**src/traffic_pkg.sv**
```systemverilog
// Shared types and timing constants for the three-intersection corridor controller
// All design files refer to these by scoped name
package traffic_pkg;

    // Intersections along the corridor
    localparam int NUM_X = 3;

    // Clock cycles per scaled second
    localparam int TICK_DIV = 4;
    localparam int TICK_W   = (TICK_DIV > 1) ? $clog2(TICK_DIV) : 1;

    typedef logic [TICK_W-1:0] tick_count_t;
    // Phase second counter, wide enough for a full green
    typedef logic [5:0] sec_count_t;
    // Walk second counter
    typedef logic [3:0] walk_count_t;
    // Emergency code, 00 none, 01/10 safe, 11 immediate
    typedef logic [1:0] emerg_t;

    // Prescaler wrap value
    localparam tick_count_t TICK_LAST = tick_count_t'(TICK_DIV - 1);

    // Phase lengths in seconds, transition happens on the tick at the limit
    localparam sec_count_t  T_STARTUP     = 6'd5;
    localparam sec_count_t  T_GREEN_FULL  = 6'd30;
    localparam sec_count_t  T_GREEN_SHORT = 6'd15;
    localparam sec_count_t  T_YELLOW      = 6'd5;
    localparam walk_count_t T_WALK        = 4'd15;

    // Emergency codes with special meaning
    localparam emerg_t EMERG_NONE  = 2'b00;
    localparam emerg_t EMERG_IMMED = 2'b11;

    // Light code per road, FLASH blinks the yellow lamp
    typedef enum logic [1:0] {
        RED    = 2'b00,
        YELLOW = 2'b01,
        GREEN  = 2'b10,
        FLASH  = 2'b11
    } light_t;

    // Controller phases
    typedef enum logic [2:0] {
        STARTUP   = 3'd0,
        NS_GREEN  = 3'd1,
        NS_YELLOW = 3'd2,
        EW_GREEN  = 3'd3,
        EW_YELLOW = 3'd4,
        WALK      = 3'd5,
        EMERG     = 3'd6
    } phase_t;

endpackage

```
**src/input_conditioner.sv**
```systemverilog
// Synchronizes the emergency code and pedestrian buttons into the clock domain
// and generates the one-second tick shared by all intersection controllers
`timescale 1ns/1ps

module input_conditioner (
    input  logic                            clk,
    input  logic                            reset_n,
    input  traffic_pkg::emerg_t             emerg_async,
    input  logic [traffic_pkg::NUM_X-1:0]   ped_async,
    output traffic_pkg::emerg_t             emerg,
    output logic [traffic_pkg::NUM_X-1:0]   ped,
    output logic                            sec_tick
);

    // First synchronizer stage
    traffic_pkg::emerg_t            emerg_meta;
    logic [traffic_pkg::NUM_X-1:0]  ped_meta;

    // Prescaler position within the current second
    traffic_pkg::tick_count_t       tick_cnt;

    // Two flops per bit, output stage drives the controllers directly
    always_ff @(posedge clk or negedge reset_n) begin
        if (!reset_n) begin
            emerg_meta <= traffic_pkg::EMERG_NONE;
            emerg      <= traffic_pkg::EMERG_NONE;
            ped_meta   <= '0;
            ped        <= '0;
        end else begin
            emerg_meta <= emerg_async;
            emerg      <= emerg_meta;
            ped_meta   <= ped_async;
            ped        <= ped_meta;
        end
    end

    // Wraps at TICK_DIV-1, registered pulse on the wrap
    // First pulse lands TICK_DIV cycles after reset release
    always_ff @(posedge clk or negedge reset_n) begin
        if (!reset_n) begin
            tick_cnt <= '0;
            sec_tick <= 1'b0;
        end else if (tick_cnt == traffic_pkg::TICK_LAST) begin
            tick_cnt <= '0;
            sec_tick <= 1'b1;
        end else begin
            tick_cnt <= tick_cnt + 1'b1;
            sec_tick <= 1'b0;
        end
    end

    // Tick is a single-cycle pulse, controllers count it once per second
    a_tick_single: assert property (
        @(posedge clk) disable iff (!reset_n) sec_tick |=> !sec_tick
    ) else $error("sec_tick high on two consecutive cycles");

endmodule

```
**src/intersection_fsm.sv**
```systemverilog
// Phase controller for one intersection: startup flash, NS/EW green and yellow,
// pedestrian walk and emergency flash. Timers advance only on sec_tick,
// an immediate emergency code overrides any phase on the next clock edge
`timescale 1ns/1ps

module intersection_fsm (
    input  logic                    clk,
    input  logic                    reset_n,
    input  logic                    sec_tick,
    input  traffic_pkg::emerg_t     emerg,
    input  logic                    ped,
    output traffic_pkg::light_t     ns_light,
    output traffic_pkg::light_t     ew_light,
    output logic                    walk
);

    traffic_pkg::phase_t        phase;
    traffic_pkg::phase_t        next_phase;

    // Seconds spent in the current phase
    traffic_pkg::sec_count_t    sec_cnt;
    // Seconds spent walking
    traffic_pkg::walk_count_t   walk_cnt;

    logic immed_req;
    logic safe_req;
    logic green_done;
    logic yellow_done;

    // 11 acts at once, 01/10 only at a phase boundary
    assign immed_req = (emerg == traffic_pkg::EMERG_IMMED);
    assign safe_req  = (emerg != traffic_pkg::EMERG_NONE) && !immed_req;

    // Green cut short when a button is pending at the short limit
    assign green_done  = ((sec_cnt == traffic_pkg::T_GREEN_SHORT) && ped) ||
                         (sec_cnt >= traffic_pkg::T_GREEN_FULL);
    assign yellow_done = (sec_cnt >= traffic_pkg::T_YELLOW);

    // Next phase
    always_comb begin
        next_phase = phase;
        if (immed_req) begin
            // Override from every phase, no tick needed
            next_phase = traffic_pkg::EMERG;
        end else if (sec_tick) begin
            case (phase)
                traffic_pkg::STARTUP: begin
                    if (sec_cnt >= traffic_pkg::T_STARTUP) begin
                        next_phase = traffic_pkg::NS_GREEN;
                    end
                end
                traffic_pkg::NS_GREEN: begin
                    if (green_done) begin
                        next_phase = traffic_pkg::NS_YELLOW;
                    end
                end
                traffic_pkg::NS_YELLOW: begin
                    if (yellow_done) begin
                        if (safe_req) begin
                            next_phase = traffic_pkg::EMERG;
                        end else if (ped) begin
                            next_phase = traffic_pkg::WALK;
                        end else begin
                            next_phase = traffic_pkg::EW_GREEN;
                        end
                    end
                end
                traffic_pkg::EW_GREEN: begin
                    if (green_done) begin
                        next_phase = traffic_pkg::EW_YELLOW;
                    end
                end
                traffic_pkg::EW_YELLOW: begin
                    if (yellow_done) begin
                        if (safe_req) begin
                            next_phase = traffic_pkg::EMERG;
                        end else if (ped) begin
                            next_phase = traffic_pkg::WALK;
                        end else begin
                            next_phase = traffic_pkg::NS_GREEN;
                        end
                    end
                end
                traffic_pkg::WALK: begin
                    // Button released ends the walk early
                    if (!ped) begin
                        next_phase = traffic_pkg::NS_GREEN;
                    end else if (walk_cnt >= traffic_pkg::T_WALK) begin
                        // Safe code honoured only at expiry
                        next_phase = safe_req ? traffic_pkg::EMERG : traffic_pkg::NS_GREEN;
                    end
                end
                traffic_pkg::EMERG: begin
                    if (emerg == traffic_pkg::EMERG_NONE) begin
                        next_phase = traffic_pkg::NS_GREEN;
                    end
                end
                default: begin
                    next_phase = traffic_pkg::STARTUP;
                end
            endcase
        end
    end

    // Phase register and counters
    always_ff @(posedge clk or negedge reset_n) begin
        if (!reset_n) begin
            phase    <= traffic_pkg::STARTUP;
            sec_cnt  <= '0;
            walk_cnt <= '0;
        end else begin
            phase <= next_phase;
            if (next_phase != phase) begin
                // Every phase starts counting from zero
                sec_cnt  <= '0;
                walk_cnt <= '0;
            end else if (sec_tick) begin
                if (phase == traffic_pkg::WALK) begin
                    walk_cnt <= walk_cnt + 1'b1;
                end else if (phase != traffic_pkg::EMERG) begin
                    sec_cnt <= sec_cnt + 1'b1;
                end
            end
        end
    end

    // Light decode
    always_comb begin
        ns_light = traffic_pkg::RED;
        ew_light = traffic_pkg::RED;
        walk     = 1'b0;
        case (phase)
            traffic_pkg::STARTUP,
            traffic_pkg::EMERG: begin
                ns_light = traffic_pkg::FLASH;
                ew_light = traffic_pkg::FLASH;
            end
            traffic_pkg::NS_GREEN:  ns_light = traffic_pkg::GREEN;
            traffic_pkg::NS_YELLOW: ns_light = traffic_pkg::YELLOW;
            traffic_pkg::EW_GREEN:  ew_light = traffic_pkg::GREEN;
            traffic_pkg::EW_YELLOW: ew_light = traffic_pkg::YELLOW;
            traffic_pkg::WALK:      walk     = 1'b1;
            default: begin
                ns_light = traffic_pkg::FLASH;
                ew_light = traffic_pkg::FLASH;
            end
        endcase
    end

    // Never a moving-traffic light on both roads together
    a_no_conflict: assert property (
        @(posedge clk) disable iff (!reset_n)
        !((ns_light inside {traffic_pkg::GREEN, traffic_pkg::YELLOW}) &&
          (ew_light inside {traffic_pkg::GREEN, traffic_pkg::YELLOW}))
    ) else $error("Conflicting lights on NS and EW");

    // Pedestrians cross only with both roads held at red
    a_walk_red: assert property (
        @(posedge clk) disable iff (!reset_n)
        walk |-> (ns_light == traffic_pkg::RED) && (ew_light == traffic_pkg::RED)
    ) else $error("Walk shown while a road is not red");

endmodule

```
**src/lamp_driver.sv**
```systemverilog
// Turns each intersection's light codes into separate red, yellow and green lamp lines
// Flashing roads blink the yellow lamp at one toggle per second tick
`timescale 1ns/1ps

module lamp_driver (
    input  logic                                            clk,
    input  logic                                            reset_n,
    input  logic                                            sec_tick,
    input  traffic_pkg::light_t [traffic_pkg::NUM_X-1:0]    ns_light,
    input  traffic_pkg::light_t [traffic_pkg::NUM_X-1:0]    ew_light,
    input  logic [traffic_pkg::NUM_X-1:0]                   walk,
    output logic [traffic_pkg::NUM_X-1:0]                   ns_red,
    output logic [traffic_pkg::NUM_X-1:0]                   ns_yellow,
    output logic [traffic_pkg::NUM_X-1:0]                   ns_green,
    output logic [traffic_pkg::NUM_X-1:0]                   ew_red,
    output logic [traffic_pkg::NUM_X-1:0]                   ew_yellow,
    output logic [traffic_pkg::NUM_X-1:0]                   ew_green,
    output logic [traffic_pkg::NUM_X-1:0]                   ped_walk,
    output logic                                            flash_active
);

    // Blink phase, starts dark after reset
    logic blink_on;

    // One code to {red, yellow, green}
    function automatic logic [2:0] lamp_decode(traffic_pkg::light_t code, logic blink);
        logic [2:0] lamps;
        case (code)
            traffic_pkg::RED:    lamps = 3'b100;
            traffic_pkg::YELLOW: lamps = 3'b010;
            traffic_pkg::GREEN:  lamps = 3'b001;
            default:             lamps = {1'b0, blink, 1'b0};
        endcase
        return lamps;
    endfunction

    always_ff @(posedge clk or negedge reset_n) begin
        if (!reset_n) begin
            blink_on <= 1'b0;
        end else if (sec_tick) begin
            blink_on <= !blink_on;
        end
    end

    always_comb begin
        flash_active = 1'b0;
        for (int k = 0; k < traffic_pkg::NUM_X; k++) begin
            {ns_red[k], ns_yellow[k], ns_green[k]} = lamp_decode(ns_light[k], blink_on);
            {ew_red[k], ew_yellow[k], ew_green[k]} = lamp_decode(ew_light[k], blink_on);
            // Any flashing road counts, startup or emergency alike
            if ((ns_light[k] == traffic_pkg::FLASH) || (ew_light[k] == traffic_pkg::FLASH)) begin
                flash_active = 1'b1;
            end
        end
    end

    // Walk lamps follow the controllers directly
    assign ped_walk = walk;

endmodule

```
**src/traffic_top.sv**
```systemverilog
// Corridor top level: input conditioner, one controller per intersection
// and the shared lamp driver. Lamp lines are levels, bit k is intersection k
`timescale 1ns/1ps

module traffic_top (
    input  logic                            clk,
    input  logic                            reset_n,
    input  traffic_pkg::emerg_t             emerg_async,
    input  logic [traffic_pkg::NUM_X-1:0]   ped_async,
    output logic [traffic_pkg::NUM_X-1:0]   ns_red,
    output logic [traffic_pkg::NUM_X-1:0]   ns_yellow,
    output logic [traffic_pkg::NUM_X-1:0]   ns_green,
    output logic [traffic_pkg::NUM_X-1:0]   ew_red,
    output logic [traffic_pkg::NUM_X-1:0]   ew_yellow,
    output logic [traffic_pkg::NUM_X-1:0]   ew_green,
    output logic [traffic_pkg::NUM_X-1:0]   ped_walk,
    output logic                            flash_active
);

    // Conditioned inputs, emergency broadcast to all
    traffic_pkg::emerg_t                            emerg;
    logic [traffic_pkg::NUM_X-1:0]                  ped;
    logic                                           sec_tick;

    // Collected controller outputs
    traffic_pkg::light_t [traffic_pkg::NUM_X-1:0]   ns_light;
    traffic_pkg::light_t [traffic_pkg::NUM_X-1:0]   ew_light;
    logic [traffic_pkg::NUM_X-1:0]                  walk;

    input_conditioner input_conditioner_i (
        .clk         (clk),
        .reset_n     (reset_n),
        .emerg_async (emerg_async),
        .ped_async   (ped_async),
        .emerg       (emerg),
        .ped         (ped),
        .sec_tick    (sec_tick)
    );

    for (genvar k = 0; k < traffic_pkg::NUM_X; k++) begin : gen_x
        intersection_fsm intersection_fsm_i (
            .clk      (clk),
            .reset_n  (reset_n),
            .sec_tick (sec_tick),
            .emerg    (emerg),
            .ped      (ped[k]),
            .ns_light (ns_light[k]),
            .ew_light (ew_light[k]),
            .walk     (walk[k])
        );
    end

    lamp_driver lamp_driver_i (
        .clk          (clk),
        .reset_n      (reset_n),
        .sec_tick     (sec_tick),
        .ns_light     (ns_light),
        .ew_light     (ew_light),
        .walk         (walk),
        .ns_red       (ns_red),
        .ns_yellow    (ns_yellow),
        .ns_green     (ns_green),
        .ew_red       (ew_red),
        .ew_yellow    (ew_yellow),
        .ew_green     (ew_green),
        .ped_walk     (ped_walk),
        .flash_active (flash_active)
    );

endmodule
```
**config.mk**
```make
export PLATFORM = sky130hd
export DESIGN_NAME = traffic_top
export DESIGN_NICKNAME = d
export VERILOG_FILES = /design/src/traffic_pkg.sv /design/src/input_conditioner.sv /design/src/intersection_fsm.sv /design/src/lamp_driver.sv /design/src/traffic_top.sv
export SDC_FILE = /design/constraint.sdc
export NUM_CORES = 1
export LEC_CHECK = 0
export ABC_AREA = 1
export BUFFER_PORTS_ARGS = -buffer_cell sky130_fd_sc_hd__buf_2
export CORE_AREA = 10 10 103 105
export CTS_BUF_LIST = sky130_fd_sc_hd__clkbuf_2 sky130_fd_sc_hd__clkbuf_4 sky130_fd_sc_hd__clkbuf_8
export CTS_CLUSTER_SIZE = 40
export DETAILED_ROUTE_END_ITERATION = 10
export DIE_AREA = 0 0 113 115
export GPL_ROUTABILITY_DRIVEN = 1
export GPL_TIMING_DRIVEN = 0
export SKIP_LAST_GASP = 1
export SYNTH_ARGS = -nofsm -noshare
export SYNTH_HDL_FRONTEND = slang
export SYNTH_SLANG_ARGS = --single-unit
export TNS_END_PERCENT = 30
```
**constraint.sdc**
```tcl
create_clock -name clk -period 5.12 [get_ports clk]
set_input_delay 1.28 -clock clk [delete_from_list [all_inputs] [get_ports clk]]
set_output_delay 1.28 -clock clk [all_outputs]
set_load 0.02 [all_outputs]
```
# Word level (Yosys, flattened, before mapping)
# Cells that the tools add are included.
[totals] regBits=53 output_inout_bits=22 word_cells=213
[classes] n_addsub=7 order_cmp=9 n_eq_ne=50 n_mux=87 reduce_logical=44
[op_table] op="2-to-1 mux 3 bit" n=43
[op_table] op="2-to-1 mux 6 bit" n=12
[op_table] op="one-hot mux 3 bit (7 select lines)" n=3
[op_table] op="one-hot mux 3 bit (3 select lines)" n=6
[op_table] op="2-to-1 mux 4 bit" n=9
[op_table] op="one-hot mux 2 bit (3 select lines)" n=6
[op_table] op="== test 2 bit (second input constant)" n=14
[op_table] op="== test 3 bit (second input constant)" n=9
[op_table] op="nonzero test 2 bit" n=10
[op_table] op="adder 6 x 1 -> 6 bit (second input constant)" n=3
[op_table] op="== test 3 x 2 -> 1 bit (second input constant)" n=6
[op_table] op="== test 6 x 4 -> 1 bit (second input constant)" n=3
[op_table] op=">= comparator 6 x 3 -> 1 bit (second input constant)" n=3
[op_table] op=">= comparator 6 x 5 -> 1 bit (second input constant)" n=3
[op_table] op="OR reduction 3 bit" n=6
[op_table] op="logical NOT 2 bit" n=7
[op_table] op="adder 4 x 1 -> 4 bit (second input constant)" n=3
[op_table] op="== test 2 x 1 -> 1 bit (second input constant)" n=6
[op_table] op=">= comparator 4 bit (second input constant)" n=3
[op_table] op="== test 3 x 1 -> 1 bit (second input constant)" n=3
[op_table] op="logical NOT 3 bit" n=3
[op_table] op="inequality test 3 bit" n=3
[op_table] op="inequality test 3 bit (second input constant)" n=3
[op_table] op="AND reduction 3 bit" n=3
[op_table] op="8 further kinds" n=27

# Logic depth before layout (Yosys ltp)
[depth] word_depth=12 depth_mapped=16 ltp_nobuf=16

# By module
# From an unflattened synthesis, not the netlist that was laid out.
[hier_totals] cells_unflattened=529 area_unflattened_um2=4096.4
[modules_own_cells] mod="intersection_fsm at gen_x[0].intersection_fsm_i ..." instances=2 cells_per_inst=158 area_each_um2=1186.1 seq_area_each_um2=325.3
[modules_own_cells] mod="intersection_fsm at gen_x[2].intersection_fsm_i" instances=1 cells_per_inst=156 area_each_um2=1164.9 seq_area_each_um2=325.3
[modules_own_cells] mod="input_conditioner" instances=1 cells_per_inst=15 area_each_um2=341.6 seq_area_each_um2=325.3
[modules_own_cells] mod="lamp_driver" instances=1 cells_per_inst=42 area_each_um2=217.7 seq_area_each_um2=25.0

# Worst setup path after synthesis
# No wires, ideal clock.
[synth_path] kind="reg-to-output" from="reg gen_x[2].intersection_fsm_i.phase[0]" to="out ew_yellow[2] (netlist name)" t_arrival_ns=1.202 t_required_ns=3.840 setup_slack_ns=2.638 path_stages_with_launch=7 path_buffers=1 cell_sequence="dfrtp_1 > buf_4 > nand3_1 > inv_1 > nor3_1 > nand2_1 > nand2_1"
[synth_via] elab_chain_len=5
[synth_lines] element="start, declared" line_no="intersection_fsm.sv:17" source="traffic_pkg::phase_t phase;"
[synth_lines] element="start signal, assigned" line_no="intersection_fsm.sv:108" source="phase <= traffic_pkg::STARTUP;"
[synth_lines] element="start signal, assigned" line_no="intersection_fsm.sv:112" source="phase <= next_phase;"
[synth_lines] element="== test 3 x 1 -> 1 bit, or another cell as far along" line_no="intersection_fsm.sv:132" source="case (phase)"
[synth_lines] element="OR reduction 3 bit (no line)"
[synth_lines] element="one-hot mux 2 bit (3 select lines) *" line_no="intersection_fsm.sv:132"
[synth_lines] element="== test 2 bit, or another cell as far along" line_no="lamp_driver.sv:28" source="case (code)"
[synth_lines] element="one-hot mux 3 bit (3 select lines) *" line_no="lamp_driver.sv:28"
[synth_lines] element="end, declared" line_no="traffic_top.sv:14" source="output logic [traffic_pkg::NUM_X-1:0] ew_yellow,"
# Every way passes the cells marked *; elsewhere a longest branch is shown, timed or not.

# Worst setup path in the final report
# Same ends and word-level chain as after synthesis.

==> metrics list <==
* Cell area after technology mapping: 3700 um2
* Number of levels in the clock H-tree: 2
* Proportion of synthesized area in mux cells: 0.0135
- Simple-gate share of the synthesized area: 0.379
- Critical path data required time: 3.84 ns
- Maximum vdd ir drop: 187 uV
- The floorplan step defined a core boundary enclosing 8550 um2.
- Util after Layout: 0.475
- Yosys warning count: 0
* Mapped Nets: 526
- Most frequently used flop master after synthesis: dfrtp_1
* Post-detailed-placement half-perimeter wirelength: 6110 um
- Worst rel slew slack: 0.206
- Post-synth ARST share: 1.00
- Worst-Skew Late Latency: 0.30 ns
- Most area-consuming cells after synthesis: dfrtp_1, nand2_1, ha_1
- The number of antenna violations at the first check in global routing is 0.
- Vias in the first global route: 3067
- Count of buffers inserted at the top-level ports: 28
- CP Class: reg -> out
- IO Pins: 29
- The largest total area in the synthesized netlist belongs to dfrtp_1.
- The tightest min-delay check is of the reg -> reg type.
- Post-synthesis adder-cell area fraction: 0.0609
- The first detailed-routing pass ran for 4 iterations.
- Most numerous cell in the Yosys netlist: nand2_1
* Iteration-0 DRC count of the detailed router: 123
- Placer congestion estimate: 0.839
- The worst path meets setup with 1.87 ns of slack.
- The first global-routing pass estimated 14300 um of wire.
- In the final routed layout, each cell accounts on average for 12.6 um.
- For the pin with the worst max-slew slack, the measured transition is 1.19 ns.
* Total die area: 13000 um2
- Compound-cell area share of the yosys netlist: 0.0359
- Post-CTS repair changed the size of 0 cells.
* Pin count of the biggest net entering global routing: 54
* Remaining Overflow, GRT: 0
- Total negative setup slack: 0 ns
* Max Fanout on Critical Path: 9
- The final count of hold timing violations is 0.
- Startpoint of the lowest-slack register-to-register path: input_conditioner_i.emerg[0]$_DFF_PN0_
* Share of final-layout standard cells stronger than drive strength 1: 0.169
* Growth of design area from synthesis to finish: 9.92%
- In the routed layout, each cell is associated on average with a via count of 4.94.
* Achievable Freq: 0.308 GHz
* Setup fix buffers added after clock tree synthesis: 0
* Starting density of the core: 0.432
- TritonCTS built the clock tree.
* Height of the die: 115 um
- Synthesis produced 501 cells.
- Summed over all layers, the routed wires come to 8110 um.
* Combinational family with the most area after synthesis: simple AND/OR/NAND/NOR gates
* Area after DPL: 3970 um2
* Min cycle time layout: 3.25 ns
- Worst setup timing slack at the placement stage: 2.24 ns
* Final #Nets: 561
* Count of flip-flops with a built-in enable after synthesis: 0
- Synthesis instantiated 31 different standard cells from the library.
- Num CTS Buffers: 5
- The critical path starts at gen_x[2].intersection_fsm_i.phase[0]$_DFF_PN0_.
* Number of pins with negative max-slew slack in the final report: 0
- The worst register-to-register path ends at gen_x[2].intersection_fsm_i.walk_cnt[1]$_DFFE_PN0P_.
- The count of nets left with antenna violations once routing finished came out at 0.
- Counting the fill cells in the layout gives 880.
* Diodes inserted: 0
- Counting cells, the worst reg-to-reg path comes to 16.
* Leakage: 2.10 nW
- Following the worst setup path forward leads to its endpoint at ew_yellow[2].
* CP endpoint kind: primary output
- The floorplan step set the die width to 113 um.
- In the synthesized netlist, the cells that appear most often are nand2_1, nor2_1, inv_1, dfrtp_1, nand3_1.
- Hold buffer count at CTS: 0
- Setup violations remaining at the end of the flow were counted as 0.
* Std cell rows: 34
- The completed layout was analyzed and its total power is 1.23 mW.
* Power density normalized to cell area: 303 nW/um2
* Number of synthesized register bits: 53
- Via total after detailed routing: 3186
* DRC violation count after routing: 0
- Area share of the leading cell type in the synthesized netlist: 0.359
* Clock tree skew after final layout: 0.00854 ns
- Of the total synthesized cell area, the portion taken by XOR and XNOR cells is 0.0569.
- Worst-case clock buffer depth: 2
- Arrival @ worst endpoint: 1.97 ns
* Startpoint type of the worst setup path: register
* Clock-pin slew of the registers on the worst-case setup and hold paths: 0.10 ns
* Post-route cell area: 4060 um2
- The tree is rooted in a clkbuf_8.
- Result of the run: finished, final reports clean
- Of the available clock period, the critical path in the final layout requires 0.635.
* Global Route Usage Sum: 0.129
- Clock tree synthesis found a total of 53 sinks.
- In this run the mean area of a mapped cell was 7.38 um2.
- Setup repair after global routing left no endpoint under its margin.
* Max-cap violation count: 0
- In this run the register-to-register setup slack is 2.87 ns.
- Share of the yosys chip area belonging to registers: 0.359
-- flip-flops by register name, summed over array words and instances, names as in the netlist --
name / flops
gen_x.intersection_fsm_i.sec_cnt: 18
gen_x.intersection_fsm_i.walk_cnt: 12
gen_x.intersection_fsm_i.phase: 9
input_conditioner_i.ped: 3
input_conditioner_i.ped_meta: 3
input_conditioner_i.emerg: 2
input_conditioner_i.emerg_meta: 2
input_conditioner_i.tick_cnt: 2
input_conditioner_i.sec_tick: 1
lamp_driver_i.blink_on: 1
-- cell type report --
class | count | area [um2] | area share
multi-input cells | 367 | 2020 | 0.497
repair buffers | 28 | 140 | 0.0345
inverters | 68 | 255 | 0.0628
clock buffers | 8 | 91.3 | 0.0225
well taps | 108 | 135 | 0.0333
plain buffers | 13 | 95.1 | 0.0234
flip-flops and latches | 53 | 1330 | 0.326
-- worst min-delay path by stage --
stage	startpoint	endpoint	slack, ns	cells past startpoint
after detailed placement	input_conditioner_i.emerg_meta[0]$_DFF_PN0_	input_conditioner_i.emerg[0]$_DFF_PN0_	0.33	0
after global placement	input_conditioner_i.emerg_meta[0]$_DFF_PN0_	input_conditioner_i.emerg[0]$_DFF_PN0_	0.33	0
after global routing	input_conditioner_i.ped_meta[1]$_DFF_PN0_	input_conditioner_i.ped[1]$_DFF_PN0_	0.36	0
final	input_conditioner_i.ped_meta[1]$_DFF_PN0_	input_conditioner_i.ped[1]$_DFF_PN0_	0.36	0
after floorplan	input_conditioner_i.emerg_meta[0]$_DFF_PN0_	input_conditioner_i.emerg[0]$_DFF_PN0_	0.33	0
after CTS	input_conditioner_i.ped_meta[1]$_DFF_PN0_	input_conditioner_i.ped[1]$_DFF_PN0_	0.35	0
-- metal layers --
metal | up-vias | track usage | wire length (um)
met5 | - | 0 | 0
met4 | 0 | 0.0330 | 97
met2 | 66 | 0.214 | 3750
met1 | 1473 | 0.169 | 3860
met3 | 8 | 0.0240 | 404
li1 | 1639 | - | -
-- critical path: stages, from the launching register on --
cell,delay (ns)
dfrtp_1,0.34
buf_4,0.16
inv_1,0.07
nand3_1,0.17
nand2_1,0.12
nor3_1,0.36
nand2_1,0.17
nand2_1,0.11
buf_2,0.17
-- where the power goes --
group	leakage [nW]	internal (mW)	switching, mW
Clock	0.0498	0.114	0.132
Sequential	0.689	0.444	0.0225
Combinational	1.36	0.164	0.355
-- placed cells by master, fill, tap and decap left out, types with 2 or more instances in the layout --
cell type	count
a21oi_1	13
buf_2	29
buf_4	8
buf_6	2
clkbuf_4	3
clkbuf_8	5
dfrtp_1	53
ha_1	18
inv_1	58
inv_2	9
mux2i_1	5
nand2_1	141
nand2_2	9
nand3_1	44
nand3_2	4
nand3_4	3
nand4_1	10
nor2_1	59
nor2_2	2
nor3_1	4
nor3_2	14
o21ai_0	9
o21ai_1	3
xnor2_1	3
xor2_1	21
-- metrics by stage --
stage                     hold WS, ns  instances
after global routing            0.362        645
after detailed placement        0.335        637
final                           0.355        645
after floorplan                 0.331        501
after global placement          0.333        637
after CTS                       0.354        645
-- kinds of logic (layout without fill, tap and decap cells) --
group	count (synthesis)	count (layout)
flip-flops	53	53
buffers and inverters	81	117
AO/OA/AOI/OAI	26	26
multiplexers	5	5
AND/OR/NAND/NOR	294	294
adder cells (fa/ha/maj)	18	18
XOR/XNOR	24	24
Note: power is estimated with default switching activity, not from simulation.
